File: src/logic/patternPkg.sv
/*
  Shared definitions for the pattern generator.
  Holds the table geometry, the width types, the register map of the
  byte bus and the sequencer state encoding. Design files refer to
  these by scoped names.
*/
`default_nettype none

package patternPkg;

    // ------------------------------------------------------------
    // Table geometry
    // ------------------------------------------------------------
    localparam int MemBytes  = 1024;
    localparam int WordBytes = 4;
    localparam int MemWords  = MemBytes / WordBytes;

    typedef logic [10:0] busAddrT;   // bit 10 set selects the table
    typedef logic [7:0]  byteT;
    typedef logic [9:0]  byteAddrT;
    typedef logic [31:0] wordT;
    typedef logic [7:0]  wordAddrT;
    typedef logic [8:0]  lengthT;    // words per pass, zero means full table
    typedef logic [7:0]  repeatT;    // extra passes after the first

    // ------------------------------------------------------------
    // Register map, bit 10 clear
    // ------------------------------------------------------------
    localparam busAddrT RegCtrl   = 11'd0;
    localparam busAddrT RegLenLo  = 11'd1;
    localparam busAddrT RegLenHi  = 11'd2;
    localparam busAddrT RegRepeat = 11'd3;

    typedef enum logic {
        seqIdle,
        seqRun
    } seqStateT;

endpackage

`default_nettype wire
File: src/logic/patternIfs.sv
/*
  Interfaces between the register block and its neighbours.
  memPortIf is the byte-wide table port: the host drives address and
  write data, the memory returns the byte one cycle later.
  seqCtrlIf carries the sequencer configuration and the start pulse
  one way, and the busy and done levels back.
*/
`default_nettype none


interface seqCtrlIf;

    logic               start;
    patternPkg::lengthT length;
    patternPkg::repeatT repeatCount;
    logic               busy;
    logic               done;

    modport regs (
        output start,
        output length,
        output repeatCount,
        input  busy,
        input  done
    );

    modport seq (
        input  start,
        input  length,
        input  repeatCount,
        output busy,
        output done
    );

endinterface

`default_nettype wire

File: src/logic/patternSequencer.sv
/*
  Pattern playback sequencer.
  On start it walks the table from word 0 to length minus 1, once per
  pass, for repeatCount plus one passes, issuing one wide read per
  clock. The memory latency is covered by a one-stage valid pipeline,
  and the words leave on patternOut as a contiguous valid burst.
*/
`default_nettype none

module patternSequencer (
    input  wire                    clkA,
    input  wire                    rstN,
    seqCtrlIf.seq                  ctrl,
    output patternPkg::wordAddrT   wordAddr,
    input  wire patternPkg::wordT  wordData,
    output patternPkg::wordT       patternOut,
    output logic                   patternValid
);

    patternPkg::seqStateT state;
    patternPkg::lengthT   effLength;
    patternPkg::wordAddrT lastAddr;
    patternPkg::repeatT   passLeft;
    logic                 fetchValid;
    logic                 accept;

    // Zero length plays the whole table
    assign effLength = (ctrl.length == '0) ? patternPkg::lengthT'(patternPkg::MemWords)
                                           : ctrl.length;
    assign accept    = ctrl.start && (state == patternPkg::seqIdle);

    // ------------------------------------------------------------
    // Address walk and pass counting
    // ------------------------------------------------------------
    always_ff @(posedge clkA or negedge rstN) begin
        if (!rstN) begin
            state    <= patternPkg::seqIdle;
            wordAddr <= '0;
            lastAddr <= '0;
            passLeft <= '0;
        end else begin
            case (state)
                patternPkg::seqIdle: begin
                    if (accept) begin
                        state    <= patternPkg::seqRun;
                        wordAddr <= '0;
                        lastAddr <= patternPkg::wordAddrT'(effLength - 1'b1);
                        passLeft <= ctrl.repeatCount;
                    end
                end
                patternPkg::seqRun: begin
                    if (wordAddr == lastAddr) begin
                        wordAddr <= '0;
                        if (passLeft == '0) begin
                            state <= patternPkg::seqIdle;
                        end else begin
                            passLeft <= passLeft - 1'b1;
                        end
                    end else begin
                        wordAddr <= wordAddr + 1'b1;
                    end
                end
                default: state <= patternPkg::seqIdle;
            endcase
        end
    end

    // ------------------------------------------------------------
    // Output pipeline and status
    // ------------------------------------------------------------
    always_ff @(posedge clkA or negedge rstN) begin
        if (!rstN) begin
            fetchValid   <= 1'b0;
            patternValid <= 1'b0;
            patternOut   <= '0;
            ctrl.busy    <= 1'b0;
            ctrl.done    <= 1'b0;
        end else begin
            fetchValid   <= (state == patternPkg::seqRun);
            patternValid <= fetchValid;
            if (fetchValid) begin
                patternOut <= wordData;
            end
            // Last word on the output with nothing behind it ends the run
            if (accept) begin
                ctrl.busy <= 1'b1;
                ctrl.done <= 1'b0;
            end else if (patternValid && !fetchValid) begin
                ctrl.busy <= 1'b0;
                ctrl.done <= 1'b1;
            end
        end
    end

    validBusyA: assert property (
        @(posedge clkA) disable iff (!rstN) patternValid |-> ctrl.busy
    ) else $error("pattern word valid outside a run");

endmodule

`default_nettype wire

File: src/flat_wrapper.sv
// flat-port wrapper written by rule: the top's interface ports become plain ports
module patternSequencer_flat 
  (clkA, rstN, wordAddr, wordData, patternOut, patternValid, ctrl_start, ctrl_length, ctrl_repeatCount, ctrl_busy, ctrl_done);
  seqCtrlIf ctrl_i ();
  input  wire clkA;
  input  wire rstN;
  output patternPkg::wordAddrT wordAddr;
  input  wire patternPkg::wordT wordData;
  output patternPkg::wordT patternOut;
  output logic patternValid;
  input wire logic [$bits(ctrl_i.start)-1:0] ctrl_start;
  input wire logic [$bits(ctrl_i.length)-1:0] ctrl_length;
  input wire logic [$bits(ctrl_i.repeatCount)-1:0] ctrl_repeatCount;
  output wire logic [$bits(ctrl_i.busy)-1:0] ctrl_busy;
  output wire logic [$bits(ctrl_i.done)-1:0] ctrl_done;
  assign ctrl_i.start = ctrl_start;
  assign ctrl_i.length = ctrl_length;
  assign ctrl_i.repeatCount = ctrl_repeatCount;
  assign ctrl_busy = ctrl_i.busy;
  assign ctrl_done = ctrl_i.done;
  patternSequencer u_core (.clkA(clkA), .rstN(rstN), .ctrl(ctrl_i), .wordAddr(wordAddr), .wordData(wordData), .patternOut(patternOut), .patternValid(patternValid));
endmodule
File: config.mk
export PLATFORM = sky130hd
export DESIGN_NAME = patternSequencer_flat
export DESIGN_NICKNAME = d
export VERILOG_FILES = /design/src/logic/patternPkg.sv /design/src/logic/patternIfs.sv /design/src/logic/patternSequencer.sv /design/src/flat_wrapper.sv
export SDC_FILE = /design/constraint.sdc
export NUM_CORES = 1
export LEC_CHECK = 0
export BUFFER_PORTS_ARGS = -buffer_cell sky130_fd_sc_hd__buf_4
export CORE_MARGIN = 3
export CORE_UTILIZATION = 40
export DETAILED_ROUTE_END_ITERATION = 16
export GPL_ROUTABILITY_DRIVEN = 0
export PLACE_DENSITY = 0.68
export REMOVE_ABC_BUFFERS = 1
export SKIP_LAST_GASP = 1
export SLEW_MARGIN = 10
export SYNTH_ARGS = -nofsm -noshare
export SYNTH_HDL_FRONTEND = slang
export SYNTH_SLANG_ARGS = --single-unit
export TNS_END_PERCENT = 1
File: constraint.sdc
create_clock -name clkA -period 1.6 [get_ports clkA]
set_input_delay 0.16 -clock clkA [delete_from_list [all_inputs] [get_ports clkA]]
set_output_delay 0.16 -clock clkA [all_outputs]
set_load 0.02 [all_outputs]
==> Word-level counts from Yosys, hierarchy flattened <==
Index checks and enable logic that the tools add are counted.
{ "totals": {"inputBits": 52, "reg_bits": 61, "elab_cells": 41} }
{ "classes": {"bitwise_logic": 1, "addsub": 3, "reduce_logical": 8, "mux": 16, "eq_ne": 4} }
{ "op_table": {"columns": ["op", "count"], "rows": [
  ["$mux 8", 6],
  ["$pmux 8 s2", 2],
  ["$sub 8x1->8 const B", 2],
  ["$logic_not 9->1", 1],
  ["$add 8x1->8 const B", 1],
  ["$eq 8x8->1", 1],
  ["$logic_not 8->1", 1],
  ["$mux 1", 7],
  ["$ne 2x2->1 const B", 2],
  ["$reduce_and 3->1", 1],
  ["$logic_and 1x1->1", 2],
  ["$ne 2x1->1 const B", 1],
  ["$pmux 1 s2", 1],
  ["$reduce_and 2->1", 1],
  ["$reduce_bool 2->1", 1],
  ["$logic_not 1->1", 1],
  ["$not 1->1", 1]
]} }

==> Longest topological paths before layout <==
{ "logic_depth": {"word_depth": 4, "ltp_mapped": 7} }

==> Worst setup path after synthesis <==
OpenSTA, ideal clock, no wires.
{ "synth_path": {"kind": "flip-flop to flip-flop", "startpoint": "register u_core.wordAddr[4]", "endpoint": "register u_core.passLeft[3]", "synth_period_minus_slack_ps": 1731, "stages_incl_launch_ff": 7, "required_ps": 1464, "n_path_buf": 1, "t_arrival_ps": 1596, "setup_ps": 136, "slack_ps": -131, "path_cell_list": "dfrtp_1 > xnor2_1 > nand4_2 > or2_1 > buf_6 > o32ai_2 > a21oi_1"} }
{ "synth_via": {"elab_chain_len": 3} }
{ "synth_lines": {"columns": ["item", "line", "source"], "rows": [
  ["from (decl)", "patternSequencer.sv:14", "output patternPkg::wordAddrT wordAddr,"],
  ["from (signal assigned)", "patternSequencer.sv:60", "wordAddr <= wordAddr + 1'b1;"],
  ["$eq 8x8->1", "patternSequencer.sv:52", "if (wordAddr == lastAddr) begin"],
  ["$ne 2x2->1 (no line)", null, null],
  ["$reduce_and 3->1 (no line)", null, null],
  ["to (signal assigned)", "patternSequencer.sv:48", "passLeft <= ctrl.repeatCount;"],
  ["to (signal assigned)", "patternSequencer.sv:57", "passLeft <= passLeft - 1'b1;"],
  ["to (decl)", "patternSequencer.sv:23", "patternPkg::repeatT passLeft;"]
]} }
No other way between the ends.
A chain may end at the register's enable or synchronous reset.

==> Worst setup path after layout <==
{ "layout_path": {"startpoint": "register u_core.passLeft[1]", "endpoint": "register u_core.passLeft[7]"} }
{ "layout_via": {"elab_chain_len": 4} }
{ "layout_lines": {"columns": ["item", "line", "source"], "rows": [
  ["$sub 8x1->8", "patternSequencer.sv:57", null],
  ["$mux 8", "patternSequencer.sv:54", "if (passLeft == '0) begin"],
  ["$mux 8", "patternSequencer.sv:52", null],
  ["$pmux 8 s2", "patternSequencer.sv:42", "case (state)"]
]} }
Parallel ways exist; a longest one is shown, timed or not. The select of a mux whose other input is x is not followed.

==> impl_metrics.tcl <==
set metrics [dict create \
    drive_gt1_frac 0.538 \
    rsz0062_at_grt "yes" \
    setup_violations 0 \
    worst_path_most_repeated_cell "a21oi_1" \
    clock_latency_ps 320 \
    crit_chain "buf_4 > or3_1 > nor2_2 > a21oi_1 > a21oi_1 > o221ai_2" \
    cts_max_level 3 \
    wl_mm 6.97 \
    synth_area_leader_cell "dfrtp_1" \
    crit_buf_inv 1 \
    critPathKind "flip-flop to flip-flop" \
    synth_top_area_share 0.542 \
    critPathLaunchType "flip-flop" \
    clock-sinks 61 \
    finish.utilization 0.652 \
    die_h_um 89.9 \
    root_buffer "clkbuf_8" \
    avgSynthCellArea_um2 11.4 \
    numCtsBuffers 9 \
    start_util 0.428 \
    synth-edff-count 0 \
    synth-main-ff-cell "dfrtp_1" \
    grt_max_degree 36 \
    hold_ws_ps 61.7 \
    peakVddDrop_uv 825 \
    tightest_slew_ps 354 \
    rows 29 \
    cp-end-kind "flip-flop" \
    slowest_delay_ps 410 \
    ys_seq_area_frac 0.542 \
    drt_iter0_drc 44 \
    post-place-ws_ps -63.1 \
    globalRouteTotalUtil 0.168 \
    ant_nets 0 \
    ys_ff_latch 61 \
    path_delay_family "simple AND/OR/NAND/NOR gates" \
    fin_skew_ps 5.39 \
    p_leak_nw 1.95 \
    gr-total-overflow 0 \
    critPathArrivalTime_ps 1800 \
    layout.nets 435 \
    place_hpwl_mm 4.96 \
    io_pins 95 \
    die_area_mm2 0.00808 \
    period_share 0.999 \
    cp_data_required_time_ps 1800 \
    finalWorstSetupSlack_ps 1.22 \
    n_antenna_cell 0 \
    hold_class "input pin to flip-flop" \
    power_density_mw_per_mm2 1210 \
    hold_violations 0 \
    syn_inst 246 \
    yosys-top-cells-area "dfrtp_1 54%, mux2_2 13%, xnor2_1 4.0%, nand2_1 2.8%, o21ai_0 2.7%" \
    status "complete, no violations" \
    cp_max_fo 3 \
    timing.final.crit_period_ps 1600 \
    final_cell_mix "123 x buf_4, 60 x dfrtp_1, 32 x mux2_2, 21 x nand2_1, 14 x nor2_1" \
    core_mm2 0.00657 \
    path_clk_slew_ps 70 \
    die_x_um 89.9 \
    antenna_found_initial 0 \
    final-max-slew-violation-count 0 \
    async_flop_share 1.00 \
    fmax_ghz 0.625 \
    netlist_area_mm2 0.00281 \
    port_buffers 93 \
    cap_violations 0 \
    slew_headroom 0.764 \
    vias 2384 \
    syn_to_final_growth_pct 52.2 \
    crit_slowest_cell "or3_1" \
    via_per_inst 4.99 \
    grt_pass1_wl_mm 11.2 \
    firstDrtPassIters 4 \
    route.detailed.drc 0 \
    grt_pass1_vias 2350 \
    mostFrequentLayoutCell "buf_4" \
    wl_per_cell_um 14.6 \
    cts_tree "done" \
    yosysWarnings 0 \
    cts.path.max_buffers 2 \
    finalSetupTns_ps 0 \
    synthDistinctLibCells 45 \
    nFillCells 515 \
]
[worst paths after layout]
path / from / endpoint / cells past startpoint / slack [ps]
setup / recovery: u_core.passLeft[1] / u_core.passLeft[7] / 6 / 1
hold / removal: wordData[11] / u_core.patternOut[11] / 2 / 60
setup reg to reg: u_core.passLeft[1] / u_core.passLeft[7] / 6 / 1
hold reg to reg: u_core.patternOut[1] / u_core.patternOut[1] / 1 / 510
max in group asynchronous: rstN / u_core.state / 3 / 800
min in group asynchronous: rstN / u_core.patternOut[12] / 2 / 280
[worst reg2reg max path, cell delays in order (launching register included)]
cell and delay (ps):
dfrtp_1 390, buf_4 140, or3_1 410, nor2_2 160
a21oi_1 90, a21oi_1 180, o221ai_2 110
[power breakdown]
| part | switching [mW] | internal [mW] |
|---|---|---|
| combinational | 0.883 | 1.00 |
| clock | 0.571 | 0.758 |
| sequential | 0.183 | 1.78 |
[per-stage QoR]
step / cells / instance area, µm² / total power [mW]
after floorplan: 236 / 2770 / 2.78
after global placement: 459 / 3900 / 3.62
after detailed placement: 459 / 3900 / 3.65
after CTS: 476 / 4120 / 5.03
after global routing: 478 / 4280 / 5.49
final: 478 / 4280 / 5.17
[routing by layer]
layer	vias to the layer above	routed length (µm)	GRT usage
met2	88	3410	0.269
met4	0	55	0.0587
met5	-	0	0
met1	1136	3050	0.220
li1	1153	-	-
met3	7	452	0.0476
[what timing repair did]
action,CTS,global route
buffers inserted,0,3
gates resized for setup,3,31
endpoints found under the hold margin,27,0
hold buffers,1,0
endpoints found under the setup margin,9,16
pin swaps,4,19
[synthesized netlist by cell type, types with 5 or more instances]
cell type,count
a21oi_1,5
nor2_1,16
clkbuf_1,6
dfrtp_1,61
inv_1,9
nand3_1,7
mux2_2,32
nor3_1,5
a31oi_1,5
nand2_1,21
o21ai_0,15
xnor2_1,13
[cells by family (layout without fill, tap and decap cells)]
logic type | after synthesis | count (layout) | synth area share
compound gates | 47 | 47 | 0.117
xor+xnor | 16 | 16 | 0.0498
fa+ha+maj | 3 | 3 | 0.0133
mux | 34 | 34 | 0.135
buf+inv | 19 | 158 | 0.0285
simple gates | 66 | 66 | 0.113
flops | 61 | 61 | 0.542
[state kept, by name (all words and copies together) (netlist names)]
signal,cells
u_core.ctrl.busy,1
u_core.ctrl.done,1
u_core.fetchValid,1
u_core.lastAddr,8
u_core.passLeft,8
u_core.patternOut,32
u_core.patternValid,1
u_core.state,1
u_core.wordAddr,8
[cell type report]
type	count	area, µm²	area share
Tap cell	93	116	0.0272
Clock buffer	12	145	0.0339
Inverter	9	33.8	0.00789
Timing Repair Buffer	133	1060	0.248
Multi-Input combinational cell	166	1350	0.316
Sequential cell	61	1530	0.357
Clock inverter	4	47.5	0.0111
No activity file was read; power rests on OpenSTA's default activity.
