===== config.mk =====
export PLATFORM = sky130hd
export DESIGN_NAME = patternRegs_flat
export DESIGN_NICKNAME = d
export VERILOG_FILES = /design/src/logic/patternPkg.sv /design/src/logic/patternIfs.sv /design/src/logic/patternRegs.sv /design/src/flat_wrapper.sv
export SDC_FILE = /design/constraint.sdc
export NUM_CORES = 1
export LEC_CHECK = 0
export ABC_AREA = 1
export BUFFER_PORTS_ARGS = -buffer_cell sky130_fd_sc_hd__clkbuf_2
export CAP_MARGIN = 40
export CORE_ASPECT_RATIO = 0.7
export CORE_MARGIN = 1.5
export CORE_UTILIZATION = 46
export DETAILED_ROUTE_END_ITERATION = 7
export PLACE_DENSITY = 0.81
export SYNTH_ARGS = -nofsm -noshare
export SYNTH_HDL_FRONTEND = slang
export SYNTH_SLANG_ARGS = --single-unit
export TNS_END_PERCENT = 30

===== constraint.sdc =====
create_clock -name clkA -period 1.25 [get_ports clkA]
set_input_delay 0.1875 -clock clkA [delete_from_list [all_inputs] [get_ports clkA]]
set_output_delay 0.1875 -clock clkA [all_outputs]
set_load 0.005 [all_outputs]

===== src/logic/patternPkg.sv =====
/*
  Shared definitions for the pattern generator.
  Holds the table geometry, the width types, the register map of the
  byte bus and the sequencer state encoding. Design files refer to
  these by scoped names.
*/
`default_nettype none

package patternPkg;

    // ------------------------------------------------------------
    // Table geometry
    // ------------------------------------------------------------
    localparam int MemBytes  = 1024;
    localparam int WordBytes = 4;
    localparam int MemWords  = MemBytes / WordBytes;

    typedef logic [10:0] busAddrT;   // bit 10 set selects the table
    typedef logic [7:0]  byteT;
    typedef logic [9:0]  byteAddrT;
    typedef logic [31:0] wordT;
    typedef logic [7:0]  wordAddrT;
    typedef logic [8:0]  lengthT;    // words per pass, zero means full table
    typedef logic [7:0]  repeatT;    // extra passes after the first

    // ------------------------------------------------------------
    // Register map, bit 10 clear
    // ------------------------------------------------------------
    localparam busAddrT RegCtrl   = 11'd0;
    localparam busAddrT RegLenLo  = 11'd1;
    localparam busAddrT RegLenHi  = 11'd2;
    localparam busAddrT RegRepeat = 11'd3;

    typedef enum logic {
        seqIdle,
        seqRun
    } seqStateT;

endpackage

`default_nettype wire

===== src/logic/patternIfs.sv =====
/*
  Interfaces between the register block and its neighbours.
  memPortIf is the byte-wide table port: the host drives address and
  write data, the memory returns the byte one cycle later.
  seqCtrlIf carries the sequencer configuration and the start pulse
  one way, and the busy and done levels back.
*/
`default_nettype none

interface memPortIf;

    logic                 we;
    patternPkg::byteAddrT addr;
    patternPkg::byteT     wrData;
    patternPkg::byteT     rdData;

    modport host (
        output we,
        output addr,
        output wrData,
        input  rdData
    );

    modport mem (
        input  we,
        input  addr,
        input  wrData,
        output rdData
    );

endinterface

interface seqCtrlIf;

    logic               start;
    patternPkg::lengthT length;
    patternPkg::repeatT repeatCount;
    logic               busy;
    logic               done;

    modport regs (
        output start,
        output length,
        output repeatCount,
        input  busy,
        input  done
    );

    modport seq (
        input  start,
        input  length,
        input  repeatCount,
        output busy,
        output done
    );

endinterface

`default_nettype wire


===== src/logic/patternRegs.sv =====
/*
  Register bus decoder for the pattern generator.
  Bus bit 10 selects the pattern table, whose accesses pass straight
  to the memory byte port; otherwise the access hits the control,
  length and repeat registers. Read data appears one cycle after the
  read strobe and holds until the next read.
*/
`default_nettype none

module patternRegs (
    input  wire                      clkA,
    input  wire                      rstN,
    input  wire patternPkg::busAddrT busAddr,
    input  wire patternPkg::byteT    busWrData,
    input  wire                      busWr,
    input  wire                      busRd,
    output patternPkg::byteT         busRdData,
    memPortIf.host                   mem,
    seqCtrlIf.regs                   ctrl
);

    logic             tableSel;
    logic             regWr;
    logic             tableRdPend;
    patternPkg::byteT regValue;
    patternPkg::byteT rdHold;

    assign tableSel = busAddr[10];
    assign regWr    = busWr && !tableSel;

    // Table traffic goes directly to the memory
    assign mem.we     = busWr && tableSel;
    assign mem.addr   = busAddr[9:0];
    assign mem.wrData = busWrData;

    // ------------------------------------------------------------
    // Register readback
    // ------------------------------------------------------------
    always_comb begin
        case (busAddr)
            patternPkg::RegCtrl:   regValue = {6'b0, ctrl.done, ctrl.busy};
            patternPkg::RegLenLo:  regValue = ctrl.length[7:0];
            patternPkg::RegLenHi:  regValue = {7'b0, ctrl.length[8]};
            patternPkg::RegRepeat: regValue = ctrl.repeatCount;
            default:               regValue = '0;
        endcase
    end

    // ------------------------------------------------------------
    // Configuration and start
    // ------------------------------------------------------------
    always_ff @(posedge clkA or negedge rstN) begin
        if (!rstN) begin
            ctrl.length      <= patternPkg::lengthT'(1);
            ctrl.repeatCount <= '0;
            ctrl.start       <= 1'b0;
        end else begin
            // Start only from idle, and never twice in a row
            ctrl.start <= regWr && (busAddr == patternPkg::RegCtrl) && busWrData[0]
                          && !ctrl.busy && !ctrl.start;
            if (regWr) begin
                case (busAddr)
                    patternPkg::RegLenLo:  ctrl.length[7:0]  <= busWrData;
                    patternPkg::RegLenHi:  ctrl.length[8]    <= busWrData[0];
                    patternPkg::RegRepeat: ctrl.repeatCount  <= busWrData;
                    default:               ;
                endcase
            end
        end
    end

    // Table reads show the memory byte for one cycle, then the held copy
    always_ff @(posedge clkA or negedge rstN) begin
        if (!rstN) begin
            tableRdPend <= 1'b0;
            rdHold      <= '0;
        end else begin
            tableRdPend <= busRd && tableSel;
            if (busRd && !tableSel) begin
                rdHold <= regValue;
            end else if (tableRdPend) begin
                rdHold <= mem.rdData;
            end
        end
    end

    assign busRdData = tableRdPend ? mem.rdData : rdHold;

    busExclusiveA: assert property (
        @(posedge clkA) disable iff (!rstN) !(busWr && busRd)
    ) else $error("bus write and read strobes high together");

endmodule

`default_nettype wire


===== src/flat_wrapper.sv =====
// flat-port wrapper written by rule: the top's interface ports become plain ports
module patternRegs_flat 
  (clkA, rstN, busAddr, busWrData, busWr, busRd, busRdData, mem_we, mem_addr, mem_wrData, mem_rdData, ctrl_start, ctrl_length, ctrl_repeatCount, ctrl_busy, ctrl_done);
  memPortIf mem_i ();
  seqCtrlIf ctrl_i ();
  input  wire clkA;
  input  wire rstN;
  input  wire patternPkg::busAddrT busAddr;
  input  wire patternPkg::byteT busWrData;
  input  wire busWr;
  input  wire busRd;
  output patternPkg::byteT busRdData;
  output wire logic [$bits(mem_i.we)-1:0] mem_we;
  output wire logic [$bits(mem_i.addr)-1:0] mem_addr;
  output wire logic [$bits(mem_i.wrData)-1:0] mem_wrData;
  input wire logic [$bits(mem_i.rdData)-1:0] mem_rdData;
  output wire logic [$bits(ctrl_i.start)-1:0] ctrl_start;
  output wire logic [$bits(ctrl_i.length)-1:0] ctrl_length;
  output wire logic [$bits(ctrl_i.repeatCount)-1:0] ctrl_repeatCount;
  input wire logic [$bits(ctrl_i.busy)-1:0] ctrl_busy;
  input wire logic [$bits(ctrl_i.done)-1:0] ctrl_done;
  assign mem_we = mem_i.we;
  assign mem_addr = mem_i.addr;
  assign mem_wrData = mem_i.wrData;
  assign mem_i.rdData = mem_rdData;
  assign ctrl_start = ctrl_i.start;
  assign ctrl_length = ctrl_i.length;
  assign ctrl_repeatCount = ctrl_i.repeatCount;
  assign ctrl_i.busy = ctrl_busy;
  assign ctrl_i.done = ctrl_done;
  patternRegs u_core (.clkA(clkA), .rstN(rstN), .busAddr(busAddr), .busWrData(busWrData), .busWr(busWr), .busRd(busRd), .busRdData(busRdData), .mem(mem_i), .ctrl(ctrl_i));
endmodule

-- After elaboration in Yosys (flattened, before gate mapping)
Index checks and enable logic that the tools add are counted.
- flip-flop bits (word level): 27
- input port bits: 33
- output and inout port bits: 45
- logic and storage cells: 27
- eq/ne operators: 3
- multiplexer cells: 3
- reductions and logical operators: 15
- operator list (cell ; count):
    8-bit case mux with 4 select lines ; 1
    11-bit by 2-bit == test with 1-bit output (second input constant) ; 2
    8-bit two-way mux ; 2
    11-bit by 1-bit == test with 1-bit output (second input constant) ; 1
    11-bit zero test ; 1
    1-bit logical AND ; 8
    2-bit AND reduction ; 3
    1-bit zero test ; 3

-- Longest topological paths before layout
- word-level depth: 6
- mapped depth: 8
- mapped depth without buffers: 7

-- Least setup slack after synthesis
Ideal clock, no wire load.
- path kind: input-to-reg
- from: in busAddr[3]
- to: reg u_core.ctrl.length[6]
- setup time: 0.118 ns
- data arrival time: 0.986 ns
- data required time: 1.132 ns
- setup slack: 0.146 ns
- stages: 7
- path buffers: 1
- path through: nor2_2 nand2_1 nor2_4 nand3_4 buf_6 nand2_1 o21ai_2
- longest elaborated chain between the ends: 2
- RTL lines (item ; line ; RTL):
    start, declared ; flat_wrapper.sv:8 ; input wire patternPkg::busAddrT busAddr;
    11-bit by 1-bit == test with 1-bit output ; patternRegs.sv:62 ; case (busAddr)
    2-bit AND reduction (no source line) ; n/a ;
    end signal, assigned ; patternRegs.sv:54 ; ctrl.length <= patternPkg::lengthT'(1);
    end signal, assigned ; patternRegs.sv:63 ; patternPkg::RegLenLo: ctrl.length[7:0] <= busWrData;
    end, declared ; patternIfs.sv:43 ; output length,
No other way between the ends.
A chain may end at the register's enable or synchronous reset.

-- Final worst setup path
- from: reg u_core.tableRdPend
- to: out busRdData[4]
- longest elaborated chain between the ends: 1
- RTL lines (item ; line ; RTL):
    start, declared ; patternRegs.sv:24 ; logic tableRdPend;
    start signal, assigned ; patternRegs.sv:78 ; tableRdPend <= busRd && tableSel;
    8-bit two-way mux ; patternRegs.sv:87 ; assign busRdData = tableRdPend ? mem.rdData : rdHold;
    end, declared ; flat_wrapper.sv:12 ; output patternPkg::byteT busRdData;
No other way between the ends.

==> flow_summary.ini <==
[run_status]
outcome = complete, but fails checks
violations = setup timing

[place]
placedInstanceArea_mm2 = 0.00195
pre_cts_ws_ns = -0.0454
buffer_ports.inserted = 77
routabilityCongestion = 0.747
dpl.hpwl_um = 2750
place.detailed.instances = 295

[cells_and_area]
fin_cells = 300
finalNetCount = 287
stdcell_area_mm2 = 0.00201
postLayoutCoreUtil_pct = 61.6
final_common_cell = sky130_fd_sc_hd__clkbuf_2
synthToLayoutAreaGrowth_pct = 23.5
diodes = 0
most_frequent_cells_in_the_layout = sky130_fd_sc_hd__clkbuf_2, sky130_fd_sc_hd__nand2_1, sky130_fd_sc_hd__dfrtp_1
final_layout_size_suffix_gt1_share_pct = 47.0

[hold_path]
holdPathEnd = u_core.tableRdPend
timing.hold.worst.start = busRd
number_of_cells_on_the_worst_hold_path = 3
worst_hold_path_type = input pin to flip-flop

[synth]
main_combinational_cell_family_by_area_after_synthesis = simple AND/OR/NAND/NOR gates
synth_cell_type_count = 20
multiplexer_share_of_the_synthesized_area_pct = 5.55
synth_fp_nets = 222
synth_simple_gate_area_share_pct = 27.5
flops_latches_synth = 27
synthesis.instances = 189
post_syn_area_per_cell_um2 = 8.59
synthesis.area_mm2 = 0.00162
synth.yosys.warnings = 0
sequential_area_share_after_synthesis_pct = 41.7
synth-adder-area-share_pct = 0
post_synth_xor_area_fraction_pct = 0
fraction_of_the_mapped_netlist_area_in_compound_gates_pct = 9.24

[route]
viasPerCell = 4.57
met3_routed_wirelength_um = 231
route.vias.total = 1370
drt_first_iter_violations = 45
drcViolationCount = 0
drt-total-wl_um = 3330
topRoutingLayerUsed = met4
drt-wirelength-per-cell_um = 11.1
drtAntennaViolNets = 0
met2_length_um = 1430
wl_met1_um = 1670
drt_first_pass_iters = 4

[sta]
f_max_mhz = 710
rsz0062_at_grt = yes
timing.slew.headroom_pct = 77.7
hold_slack_ns = 0.128
clock-skew-final_ns = 0.00212
setup_viol_count_final = 8
post-route-min-period_ns = 1.41
finalCritPeriodShare_pct = 113
postLayoutSetupSlackWorst_ns = -0.159
worstMarginPinSlew_ns = 0.334
slew_violations = 0
timing_hold_violations_final = 0

[power_and_ir_drop]
power-per-cell-area_mw_per_mm2 = 836
power.share.sequential_pct = 54.6
power.net_switching_mw = 0.408
clkPwrFrac_pct = 28.4
sw_share_pct = 24.4
ir_drop_uv = 615
intPower_mw = 1.27
pleak_nw = 1.16
combinationalPowerShare_pct = 17.0

[cts]
tritoncts = yes
post_cts_setup_repair_bufs = 0
cts_buffer_depth = 2
cts_num_sinks = 27
number_of_buffers_inserted_during_clock_tree_synthesis = 3
clk_root_buffer_cell = sky130_fd_sc_hd__clkbuf_8
worst_skew_pair.late_latency_ns = 0.27
cts.clk_slew.worst_paths_ns = 0.08
htreeDepth = 1

[critical_path]
setup.worst_path.class = flip-flop to primary output
crit_path_launch_type = flip-flop
rr_startpoint = u_core.tableRdPend
endpoint_class_of_the_critical_path = primary output
critical_path.max_fanout = 8
arrival_ns = 1.22
regToRegEndpoint = u_core.rdHold[4]
timing.reg2reg.setup_slack_ns = 0.18
crit_required_ns = 1.06
worstRegToRegCells = 3

[floorplan]
num_io_pins = 78
placeableCoreArea_mm2 = 0.00325
chipWidth_um = 74.0
std_cell_rows = 17
floorplan.initialDensity_pct = 49.9
floorplan.die_area_mm2 = 0.00390
die_h_um = 52.7

[grt]
grt_first_pass_wirelength_um = 5460
number_of_global_route_vias_before_repair = 1217
grt_overflow = 0
grt_use_total_pct = 18.5
antenna_found_initial = 0
grt_max_degree = 28

[job]
max-cap-violations = 0
-- cell families after synthesis --
group                  after synthesis
and+or+nand+nor                     94
buffers and inverters               42
DFF                                 27
AOI/OAI and AO/OA                   18
muxes                                8
-- cells in the mapped netlist, drive strengths merged --
cell    n  area share, %
o21ai  17            8.9
a21oi   1           0.31
dfrtp  26             40
nor2   13            5.1
nand2  56             13
and3    1           0.39
inv    18            4.2
dfstp   1            1.6
nor3    1           0.31
nand3  23            8.6
mux2    8            5.5
buf    24             12
-- worst max-delay path: stages, from the launching register on --
cell,delay (ns)
sky130_fd_sc_hd__dfrtp_2,0.46
sky130_fd_sc_hd__mux2_2,0.37
sky130_fd_sc_hd__clkbuf_2,0.12
-- layout make-up --
cell class	count	area (um2)
inverters	18	67.6
multi-input cells	120	691
fillers	296	1250
flip-flops and latches	27	678
clock buffers	4	45.0
well taps	47	58.8
repair buffers	84	465
-- routing by layer --
layer  track usage (%)  vias up
li1                  -      712
met1              26.3      602
met3              4.81        2
met2              29.2       54
met5                 0        -
met4              1.85        0
-- how the worst max path moves through the flow --
stage / start / endpoint / cells past startpoint
finish: u_core.tableRdPend / busRdData[4] / 2
global route: u_core.tableRdPend / busRdData[4] / 2
CTS: u_core.tableRdPend / busRdData[4] / 2
detailed placement: busAddr[3] / u_core.ctrl.length[6] / 7
global placement: busAddr[10] / u_core.rdHold[0] / 7
floorplan: busAddr[3] / u_core.ctrl.length[6] / 7
-- power by group through the flow --
stage | logic, mW | clock network (mW) | registers, mW
2_1_floorplan | 0.165 | 0 | 0.925
3_3_place_gp | 0.278 | 0 | 0.931
3_5_place_dp | 0.284 | 0 | 0.933
4_1_cts | 0.287 | 0.486 | 0.916
5_1_grt | 0.322 | 0.528 | 0.919
6_report | 0.285 | 0.476 | 0.915
-- timing repair --
action	4_1_cts	5_1_grt
hold buffers	1	0
hold endpoints to repair	26	0
pin swaps	0	0
resized for setup	1	1
endpoints found under the setup margin	8	8
-- sequential cells by signal, indices dropped and copies added (netlist names) --
| signal | cells |
|---|---|
| u_core.ctrl.length | 9 |
| u_core.ctrl.repeatCount | 8 |
| u_core.ctrl.start | 1 |
| u_core.rdHold | 8 |
| u_core.tableRdPend | 1 |
-- metrics by stage --
stage	total power [mW]	TNS, ns
2_1_floorplan	1.09	0
3_3_place_gp	1.21	-0.00590
3_5_place_dp	1.22	-0.318
4_1_cts	1.69	-1.22
5_1_grt	1.77	-1.56
6_report	1.68	-1.19
Power figures use the tool's default switching activity.
